### src/source/sigma_delta_params.svh
// Build-time constants of the sigma-delta peripheral, included by the package and RTL modules
`ifndef SIGMA_DELTA_PARAMS_SVH
`define SIGMA_DELTA_PARAMS_SVH

// Datapath sizing
`define SD_N_CHANNELS 2
`define SD_DECIMATION 32
`define SD_CIC_ORDER 3

// System clocks per modulator bit
`define SD_BIT_DIVIDE 4

// Sample queue entries
`define SD_QUEUE_DEPTH 8

// APB register map
`define SD_ADDR_CTRL 8'h00
`define SD_ADDR_STATUS 8'h04
`define SD_ADDR_THRESH_BASE 8'h08
`define SD_ADDR_DATA 8'h20

`endif

### src/source/sigma_delta_pkg.sv
// Shared types of the sigma-delta peripheral, imported by the modules that use them
`include "sigma_delta_params.svh"

package sigma_delta_pkg;

    ////////////////////////////////
    // Plain vector types
    ////////////////////////////////

    // CIC result, unipolar gain of 32768
    typedef logic [15:0] sd_value_t;
    typedef logic [0:0] sd_channel_t;

    typedef logic [7:0] apb_addr_t;
    typedef logic [31:0] apb_data_t;

    // Queue fill level, 0 up to the full depth
    typedef logic [3:0] queue_level_t;

    ////////////////////////////////
    // Sample and frame
    ////////////////////////////////

    typedef struct packed {
        sd_channel_t channel;
        sd_value_t value;
        // Value above high or below low threshold
        logic fault;
    } sd_sample_t;

    // One lane per channel
    typedef sd_sample_t [`SD_N_CHANNELS-1:0] sd_frame_t;

    // Queue serializer states
    typedef enum logic {
        serial_idle,
        serial_emit
    } serial_state_t;

endpackage

### src/source/apb_sample_port.sv
// APB slave with control, threshold, status and data registers; data reads pop the sample queue
`include "sigma_delta_params.svh"

module apb_sample_port import sigma_delta_pkg::*; (
    input logic clock,
    input logic reset,
    input logic psel,
    input logic penable,
    input logic pwrite,
    input apb_addr_t paddr,
    input apb_data_t pwdata,
    output apb_data_t prdata,
    output logic pready,
    output logic pslverr,
    input sd_sample_t head,
    input logic empty,
    input queue_level_t level,
    input logic overflow,
    output logic pop,
    output logic enable,
    output sd_value_t [`SD_N_CHANNELS-1:0] high_thresholds,
    output sd_value_t [`SD_N_CHANNELS-1:0] low_thresholds
);

    logic access;
    logic write_access;
    logic ctrl_select;
    logic status_select;
    logic data_select;
    logic mapped;
    logic [`SD_N_CHANNELS-1:0] high_select;
    logic [`SD_N_CHANNELS-1:0] low_select;

    // Sticky status
    logic [`SD_N_CHANNELS-1:0] fault_flags;
    logic overflow_flag;
    logic overflow_q;

    ////////////////////////////////
    // Address decode
    ////////////////////////////////

    // No wait states, access phase completes at once
    assign pready = 1'b1;
    assign access = psel && penable;
    assign write_access = access && pwrite;

    assign ctrl_select = (paddr == `SD_ADDR_CTRL);
    assign status_select = (paddr == `SD_ADDR_STATUS);
    assign data_select = (paddr == `SD_ADDR_DATA);

    // High at base + 8n, low 4 above it
    always_comb begin
        for (int n = 0; n < `SD_N_CHANNELS; n++) begin
            high_select[n] = (paddr == apb_addr_t'(`SD_ADDR_THRESH_BASE + 8 * n));
            low_select[n] = (paddr == apb_addr_t'(`SD_ADDR_THRESH_BASE + 8 * n + 4));
        end
    end

    assign mapped = ctrl_select || status_select || data_select
                    || (|high_select) || (|low_select);
    // Data register is read-only
    assign pslverr = access && (!mapped || (pwrite && data_select));
    assign pop = access && !pwrite && data_select && !empty;

    ////////////////////////////////
    // Read mux
    ////////////////////////////////

    always_comb begin
        prdata = '0;
        if (ctrl_select) begin
            prdata[0] = enable;
        end
        if (status_select) begin
            prdata[`SD_N_CHANNELS-1:0] = fault_flags;
            prdata[2] = overflow_flag;
            prdata[7:4] = level;
        end
        // Empty queue reads as invalid zero
        if (data_select && !empty) begin
            prdata = {1'b1, 13'b0, head.fault, head.channel, head.value};
        end
        for (int n = 0; n < `SD_N_CHANNELS; n++) begin
            if (high_select[n]) begin
                prdata = {16'b0, high_thresholds[n]};
            end
            if (low_select[n]) begin
                prdata = {16'b0, low_thresholds[n]};
            end
        end
    end

    ////////////////////////////////
    // Register writes, sticky flags
    ////////////////////////////////

    always_ff @(posedge clock) begin
        if (reset) begin
            enable <= 1'b0;
            high_thresholds <= '1;
            low_thresholds <= '0;
            fault_flags <= '0;
            overflow_flag <= 1'b0;
            overflow_q <= 1'b0;
        end else begin
            overflow_q <= overflow;
            if (write_access && ctrl_select) begin
                enable <= pwdata[0];
            end
            for (int n = 0; n < `SD_N_CHANNELS; n++) begin
                if (write_access && high_select[n]) begin
                    high_thresholds[n] <= pwdata[15:0];
                end
                if (write_access && low_select[n]) begin
                    low_thresholds[n] <= pwdata[15:0];
                end
            end
            // Write one to clear
            if (write_access && status_select) begin
                fault_flags <= fault_flags & ~pwdata[`SD_N_CHANNELS-1:0];
                if (pwdata[2]) begin
                    overflow_flag <= 1'b0;
                end
            end
            // Faults latch as the sample leaves the queue
            if (pop && head.fault) begin
                fault_flags[head.channel] <= 1'b1;
            end
            if (overflow && !overflow_q) begin
                overflow_flag <= 1'b1;
            end
        end
    end

endmodule

### src/source/sample_queue.sv
// Sample buffer: serializes each channel frame into a circular queue popped by the APB port
`include "sigma_delta_params.svh"

module sample_queue import sigma_delta_pkg::*; (
    input logic clock,
    input logic reset,
    input sd_frame_t frame,
    input logic frame_valid,
    input logic pop,
    output sd_sample_t head,
    output logic empty,
    output queue_level_t level,
    output logic overflow
);

    localparam int POINTER_WIDTH = $clog2(`SD_QUEUE_DEPTH);

    sd_sample_t buffer [`SD_QUEUE_DEPTH];
    logic [POINTER_WIDTH-1:0] write_pointer;
    logic [POINTER_WIDTH-1:0] read_pointer;

    // Serializer
    serial_state_t state;
    sd_channel_t lane;
    sd_frame_t frame_q;

    logic full;
    logic write_request;
    logic write_accept;
    logic pop_accept;

    assign empty = (level == '0);
    assign full = (level == queue_level_t'(`SD_QUEUE_DEPTH));
    assign write_request = (state == serial_emit);
    assign write_accept = write_request && !full;
    assign pop_accept = pop && !empty;
    // Head stays visible until popped
    assign head = buffer[read_pointer];

    ////////////////////////////////
    // Frame serializer FSM
    ////////////////////////////////

    always_ff @(posedge clock) begin
        if (reset) begin
            state <= serial_idle;
            lane <= '0;
        end else begin
            case (state)
                serial_idle: begin
                    if (frame_valid) begin
                        state <= serial_emit;
                        lane <= '0;
                    end
                end
                serial_emit: begin
                    // One lane per cycle, channel order
                    if (lane == sd_channel_t'(`SD_N_CHANNELS - 1)) begin
                        state <= serial_idle;
                        lane <= '0;
                    end else begin
                        lane <= lane + 1'b1;
                    end
                end
                default: state <= serial_idle;
            endcase
        end
    end

    always_ff @(posedge clock) begin
        if (frame_valid && state == serial_idle) begin
            frame_q <= frame;
        end
        if (write_accept) begin
            buffer[write_pointer] <= frame_q[lane];
        end
    end

    ////////////////////////////////
    // Pointers, level, overflow
    ////////////////////////////////

    always_ff @(posedge clock) begin
        if (reset) begin
            write_pointer <= '0;
            read_pointer <= '0;
            level <= '0;
            overflow <= 1'b0;
        end else begin
            if (write_accept) begin
                write_pointer <= write_pointer + 1'b1;
            end
            if (pop_accept) begin
                read_pointer <= read_pointer + 1'b1;
            end
            case ({write_accept, pop_accept})
                2'b10: level <= level + 1'b1;
                2'b01: level <= level - 1'b1;
                default: level <= level;
            endcase
            // Dropped sample, flag stays until reset
            if (write_request && full) begin
                overflow <= 1'b1;
            end
        end
    end

endmodule

### src/source/sigma_delta_channel.sv
// One acquisition channel: CIC3 decimation of a modulator bitstream and fault threshold check
`include "sigma_delta_params.svh"

module sigma_delta_channel import sigma_delta_pkg::*; #(
    parameter int CHANNEL_INDEX = 0
) (
    input logic clock,
    input logic reset,
    input logic bit_strobe,
    input logic decim_strobe,
    input logic sd_data,
    input sd_value_t high_threshold,
    input sd_value_t low_threshold,
    output sd_sample_t sample,
    output logic sample_valid
);

    // Registered modulator bit
    logic input_bit;

    // Cascaded integrators, wrap-around arithmetic
    sd_value_t integrator [`SD_CIC_ORDER];
    // Comb delays, updated at the decimated rate
    sd_value_t comb_delay [`SD_CIC_ORDER];
    // Comb differences, combinational
    sd_value_t comb_stage [`SD_CIC_ORDER];

    sd_value_t comb_result;
    logic comb_valid;
    logic fault_detect;

    ////////////////////////////////
    // Comb differences
    ////////////////////////////////

    always_comb begin
        comb_stage[0] = integrator[`SD_CIC_ORDER-1] - comb_delay[0];
        for (int n = 1; n < `SD_CIC_ORDER; n++) begin
            comb_stage[n] = comb_stage[n-1] - comb_delay[n];
        end
    end

    // Outside the window on either side
    assign fault_detect = (comb_result > high_threshold) || (comb_result < low_threshold);

    ////////////////////////////////
    // Filter state
    ////////////////////////////////

    always_ff @(posedge clock) begin
        if (reset) begin
            input_bit <= 1'b0;
            comb_valid <= 1'b0;
            sample_valid <= 1'b0;
            for (int n = 0; n < `SD_CIC_ORDER; n++) begin
                integrator[n] <= '0;
                comb_delay[n] <= '0;
            end
        end else begin
            input_bit <= sd_data;
            // Pipeline: comb register then compare register
            comb_valid <= decim_strobe;
            sample_valid <= comb_valid;
            if (bit_strobe) begin
                integrator[0] <= integrator[0] + sd_value_t'(input_bit);
                for (int n = 1; n < `SD_CIC_ORDER; n++) begin
                    integrator[n] <= integrator[n] + integrator[n-1];
                end
            end
            if (decim_strobe) begin
                comb_delay[0] <= integrator[`SD_CIC_ORDER-1];
                for (int n = 1; n < `SD_CIC_ORDER; n++) begin
                    comb_delay[n] <= comb_stage[n-1];
                end
            end
        end
    end

    ////////////////////////////////
    // Result and compare registers
    ////////////////////////////////

    always_ff @(posedge clock) begin
        if (decim_strobe) begin
            comb_result <= comb_stage[`SD_CIC_ORDER-1];
        end
        if (comb_valid) begin
            sample.channel <= sd_channel_t'(CHANNEL_INDEX);
            sample.value <= comb_result;
            sample.fault <= fault_detect;
        end
    end

endmodule

### src/source/sigma_delta_clock_generator.sv
// Divides the system clock into the modulator bit clock and the bit and decimation strobes
`include "sigma_delta_params.svh"

module sigma_delta_clock_generator (
    input logic clock,
    input logic reset,
    input logic enable,
    output logic bit_strobe,
    output logic decim_strobe,
    output logic sd_clock
);

    localparam int DIVIDE_WIDTH = $clog2(`SD_BIT_DIVIDE);
    localparam int BIT_COUNT_WIDTH = $clog2(`SD_DECIMATION);

    // Position inside the current bit period
    logic [DIVIDE_WIDTH-1:0] divide_count;
    // Bits seen in the current decimation window
    logic [BIT_COUNT_WIDTH-1:0] bit_count;
    // Last system clock of the high half
    logic bit_middle;
    logic divide_wrap;

    assign bit_middle = (divide_count == DIVIDE_WIDTH'(`SD_BIT_DIVIDE / 2 - 1));
    assign divide_wrap = (divide_count == DIVIDE_WIDTH'(`SD_BIT_DIVIDE - 1));

    always_ff @(posedge clock) begin
        if (reset) begin
            divide_count <= '0;
            bit_count <= '0;
            sd_clock <= 1'b0;
            bit_strobe <= 1'b0;
            decim_strobe <= 1'b0;
        end else begin
            // Strobes last one cycle
            bit_strobe <= 1'b0;
            decim_strobe <= 1'b0;
            if (enable) begin
                divide_count <= divide_wrap ? '0 : divide_count + 1'b1;
                // High for the first half of the bit period
                sd_clock <= (divide_count < DIVIDE_WIDTH'(`SD_BIT_DIVIDE / 2));
                // Strobe lands mid-bit, well after the modulator edge
                if (bit_middle) begin
                    bit_strobe <= 1'b1;
                    bit_count <= bit_count + 1'b1;
                    decim_strobe <= (bit_count == BIT_COUNT_WIDTH'(`SD_DECIMATION - 1));
                end
            end else begin
                // Counters hold, modulator clock parks low
                sd_clock <= 1'b0;
            end
        end
    end

endmodule

### src/source/sigma_delta_processor.sv
// Top level of the sigma-delta acquisition peripheral with its APB register port
`include "sigma_delta_params.svh"

module sigma_delta_processor import sigma_delta_pkg::*; (
    input logic clock,
    input logic reset,
    input logic [`SD_N_CHANNELS-1:0] data_in,
    output logic clock_out,
    input logic psel,
    input logic penable,
    input logic pwrite,
    input apb_addr_t paddr,
    input apb_data_t pwdata,
    output apb_data_t prdata,
    output logic pready,
    output logic pslverr
);

    // Timing strobes
    logic bit_strobe;
    logic decim_strobe;
    logic enable;

    // Channel results
    sd_frame_t frame;
    logic [`SD_N_CHANNELS-1:0] channel_valid;
    logic frame_valid;

    // Queue to port
    sd_sample_t head;
    logic empty;
    queue_level_t level;
    logic overflow;
    logic pop;

    sd_value_t [`SD_N_CHANNELS-1:0] high_thresholds;
    sd_value_t [`SD_N_CHANNELS-1:0] low_thresholds;

    // All channels share the strobes and finish together
    assign frame_valid = &channel_valid;

    ////////////////////////////////
    // Clock generation
    ////////////////////////////////

    sigma_delta_clock_generator clock_generator_i (
        .clock(clock),
        .reset(reset),
        .enable(enable),
        .bit_strobe(bit_strobe),
        .decim_strobe(decim_strobe),
        .sd_clock(clock_out)
    );

    ////////////////////////////////
    // Filter channels
    ////////////////////////////////

    for (genvar n = 0; n < `SD_N_CHANNELS; n++) begin : g_channel
        sigma_delta_channel #(
            .CHANNEL_INDEX(n)
        ) channel_i (
            .clock(clock),
            .reset(reset),
            .bit_strobe(bit_strobe),
            .decim_strobe(decim_strobe),
            .sd_data(data_in[n]),
            .high_threshold(high_thresholds[n]),
            .low_threshold(low_thresholds[n]),
            .sample(frame[n]),
            .sample_valid(channel_valid[n])
        );
    end

    ////////////////////////////////
    // Queue and register port
    ////////////////////////////////

    sample_queue sample_queue_i (
        .clock(clock),
        .reset(reset),
        .frame(frame),
        .frame_valid(frame_valid),
        .pop(pop),
        .head(head),
        .empty(empty),
        .level(level),
        .overflow(overflow)
    );

    apb_sample_port apb_sample_port_i (
        .clock(clock),
        .reset(reset),
        .psel(psel),
        .penable(penable),
        .pwrite(pwrite),
        .paddr(paddr),
        .pwdata(pwdata),
        .prdata(prdata),
        .pready(pready),
        .pslverr(pslverr),
        .head(head),
        .empty(empty),
        .level(level),
        .overflow(overflow),
        .pop(pop),
        .enable(enable),
        .high_thresholds(high_thresholds),
        .low_thresholds(low_thresholds)
    );

endmodule

### config.mk
export PLATFORM = sky130hd
export DESIGN_NAME = sigma_delta_processor
export DESIGN_NICKNAME = d
export VERILOG_FILES = /design/src/source/sigma_delta_pkg.sv /design/src/source/apb_sample_port.sv /design/src/source/sample_queue.sv /design/src/source/sigma_delta_channel.sv /design/src/source/sigma_delta_clock_generator.sv /design/src/source/sigma_delta_processor.sv
export VERILOG_INCLUDE_DIRS = /design/src /design/src/source
export SDC_FILE = /design/constraint.sdc
export NUM_CORES = 1
export LEC_CHECK = 0
export ABC_AREA = 1
export BUFFER_PORTS_ARGS = -buffer_cell sky130_fd_sc_hd__buf_2
export CAP_MARGIN = 20
export CORE_UTILIZATION = 35
export CTS_CLUSTER_SIZE = 40
export DETAILED_ROUTE_END_ITERATION = 16
export GPL_ROUTABILITY_DRIVEN = 0
export HOLD_SLACK_MARGIN = 0.02
export PLACE_DENSITY = 0.5
export SKIP_CTS_REPAIR_TIMING = 1
export SLEW_MARGIN = 5
export SYNTH_ARGS = -nofsm -noshare
export SYNTH_HDL_FRONTEND = slang
export SYNTH_SLANG_ARGS = --single-unit
### constraint.sdc
create_clock -name clock -period 4.5 [get_ports clock]
set_input_delay 0 -clock clock [delete_from_list [all_inputs] [get_ports clock]]
set_output_delay 0 -clock clock [all_outputs]
set_load 0.005 [all_outputs]
==> flow_summary_export.csv <==
group,metric,value,unit
place,place_ws,-0.0542,ns
place,portBuffers,51,
global_routing,grt_pass1_wl,111,mm
critical_path,ff2ff_path_depth,27,
detailed_routing,drt_wl_total,71.4,mm
floorplan,die_area,84200,um2
critical_path,critical_path_class,"reg2reg",
logic_synthesis,ys.flop_type,"edfxtp_1",
place,dpl_cell_area,30900,um2
logic_synthesis,syn_avg_cell_area,9.38,um2
clocking,root_buffer,"clkbuf_16",
timing,fin_ws,0.268,ns
layout,finalNonFillerCells,4364,
critical_path,reg2reg_to,"g_channel[1].channel_i.comb_result[15]",
critical_path,end_kind,"flop",
critical_path,cpMostUsedCell,"inv_1",
critical_path,path_buf_inv,7,
critical_path,crit_family,"adder cells",
logic_synthesis,ys_warn_count,0,
critical_path,critical_path.max_stage_delay,0.37,ns
critical_path,arrival,4.64,ns
timing,hold_viol,2,
floorplan,dieHeight,290,um
hold_path,min_path_cells,6,
critical_path,rrSetupSlack,0.27,ns
critical_path,cp-startpoint,"g_channel[1].channel_i.integrator[0][32]",
power,power_density,372,nW/um2
global_routing,antenna_found_initial,6,
detailed_routing,viasPerCell,4.82,
logic_synthesis,synth_seq_area_share,51.8,%
detailed_routing,routedWlPerCell,16.4,um
layout,drive_above_1_share,9.54,%
logic_synthesis,synth_cell_type_count,59,
timing,fmax,236,MHz
critical_path,critPathLaunchType,"flop",
floorplan,rows,105,
detailed_routing,drtAntennaViolNets,0,
clocking,cts_max_path_buffers,3,
place,place_inst,4213,
timing,worst_clock_skew,0.0672,ns
logic_synthesis,ys_seq_elements,535,
critical_path,crit_path_top_delay_cell,"fa_2",
run_status,violations,"hold timing",
logic_synthesis,syn_inst,3102,
power,ir_drop,0.323,mV
global_routing,grt_start_max_net_pins,81,
layout,areaGrowthSynthToFinish,15.5,%
floorplan,die_x,290,um
power,leakage,14.0,nW
place,hpwlAfterDp,50.2,mm
hold_path,hp-class,"in2reg",
clocking,cts_sinks,535,
clocking,ctsHtreeMaxLevel,2,
global_routing,grt_overflow,0,
global_routing,track_usage,16.7,%
run_status,outcome,"finished, violations left",
detailed_routing,drc,0,
timing,relSlewSlack,31.7,%
layout,design_area,33600,um2
clocking,cts_made_buffers,60,
critical_path,required,4.91,ns
layout,fin_util,40.9,%
logic_synthesis,synth-edff-count,436,
timing,slew_viol_final,0,
layout,nets,3524,
critical_path,path_max_fanout,4,
detailed_routing,vias,21000,
clocking,insertion_delay,0.67,ns
critical_path,r2r_start,"g_channel[1].channel_i.integrator[0][32]",
floorplan,fp.coreArea,82100,um2
timing,fin_crit_sh,94.0,%
clocking,cts.clk_slew.worst_paths,0.06,ns
detailed_routing,drt-initial-drc-count,1108,
floorplan,start_util,35.4,%
timing,layout_min_cycle_time,4.23,ns
logic_synthesis,async_reset_ff_share,0,%
detailed_routing,dr.pass1.iters,7,
timing,setup_violations,0,
global_routing,grt_pass1_vias,20100,
hold_path,min_from,"paddr[3]",
job,max_cap_viol_count,0,
timing,tightest_slew,1.02,ns
timing,whs,-0.0147,ns
clocking,cts_tree,"built",
floorplan,pin_count,82,
logic_synthesis,syn_area,29100,um2
==> power by group <==
group,internal [mW],leakage (nW),switching [mW]
sequential,5.44,4.99,0.0388
clock,2.92,0.986,2.11
combinational,0.838,8.03,1.15
==> per-stage QoR <==
| step | total power, mW | TNS (ns) |
|---|---|---|
| after floorplan | 6.94 | 0 |
| after global placement | 7.44 | -0.0695 |
| after detailed placement | 7.45 | -0.136 |
| after CTS | 12.5 | -0.129 |
| after global routing | 13.1 | -0.117 |
| final | 12.5 | 0 |
==> cells by family (layout without fill, tap and decap cells) <==
family / count (synthesis) / in the layout / synth area share (%)
adder cells (fa/ha/maj): 236 / 236 / 10.4
AO/OA/AOI/OAI: 674 / 674 / 13.0
AND/OR/NAND/NOR: 1020 / 1020 / 14.7
multiplexers: 1 / 1 / 0.0344
XOR/XNOR: 81 / 81 / 2.44
flip-flops: 535 / 535 / 51.8
other: 2 / 16 / 0.0258
buffers and inverters: 553 / 731 / 7.44
==> final cells by class <==
class	count	area [um2]
clock buffers	85	1700
clock inverters	28	334
diodes	2	5.00
repair buffers	152	1150
fillers	8069	48500
multi-input cells	2026	12200
well taps	1070	1340
flip-flops and latches	535	15100
inverters	466	1750
==> per-layer routing <==
layer  vias up  track usage [%]  part of all wire (%)
li1      10900                -                     -
met1      9736             22.8                    47
met2       298             27.8                    47
met3       106             2.12                   3.4
met4         8             4.58                   2.3
met5         -                0                 0.064
==> layout by cell type, fill, tap and decap left out, types with 62 or more instances in the layout <==
cell type	instances
a21oi_1	301
buf_4	70
clkbuf_16	62
dfxtp_1	98
edfxtp_1	436
ha_1	211
inv_1	455
nand2_1	486
nand3_1	141
nor2_1	281
o21ai_0	186
==> worst max path at each step <==
| stage | cells past startpoint | end | slack (ns) |
|---|---|---|---|
| 6_report | 27 | g_channel[1].channel_i.comb_result[15] | 0.27 |
| 3_3_place_gp | 28 | g_channel[0].channel_i.comb_result[15] | -0.07 |
| 4_1_cts | 24 | g_channel[0].channel_i.comb_result[13] | -0.07 |
| 5_1_grt | 28 | g_channel[0].channel_i.comb_result[15] | -0.05 |
| 3_5_place_dp | 26 | g_channel[0].channel_i.comb_result[15] | -0.05 |
| 2_1_floorplan | 29 | g_channel[0].channel_i.comb_result[15] | 0.18 |
==> synthesized netlist by cell type (all sizes together) (19+ instances only) <==
cell type  count  area (um2)
edfxtp       436       13100
nor2         299        1140
inv          463        1740
o21ai        211        1060
nor3          44         268
o211ai        42         315
clkbuf        45         169
nand2        494        1860
ha           225        2820
dfxtp         99        1980
a21oi        309        1550
xor2          53         464
nand3        144         738
xnor2         28         245
buf           42         246
nand4         19         119
==> registers in the layout, summed over array words and instances, names as in the netlist, 3 cells and up, named ones only <==
signal and cells:
clock_generator_i.bit_count 5, g_channel.channel_i.sample 34, sample_queue_i.read_pointer 3, apb_sample_port_i.low_thresholds 32
sample_queue_i.write_pointer 3, g_channel.channel_i.integrator 96, g_channel.channel_i.comb_result 32, sample_queue_i.frame_q 34
g_channel.channel_i.comb_delay 96, sample_queue_i.level 4, sample_queue_i.buffer 144, apb_sample_port_i.high_thresholds 32
==> worst reg2reg max path: cells and delay by family (launching register included) <==
| family | cells | cell delay [ns] |
|---|---|---|
| adder cells (fa/ha/maj) | 4 | 1.15 |
| AND/OR/NAND/NOR | 9 | 0.96 |
| AO/OA/AOI/OAI | 5 | 0.65 |
| buffers and inverters | 7 | 0.50 |
| XOR/XNOR | 2 | 0.40 |
| flip-flops | 1 | 0.34 |
Note: power is estimated with default switching activity, not from simulation.
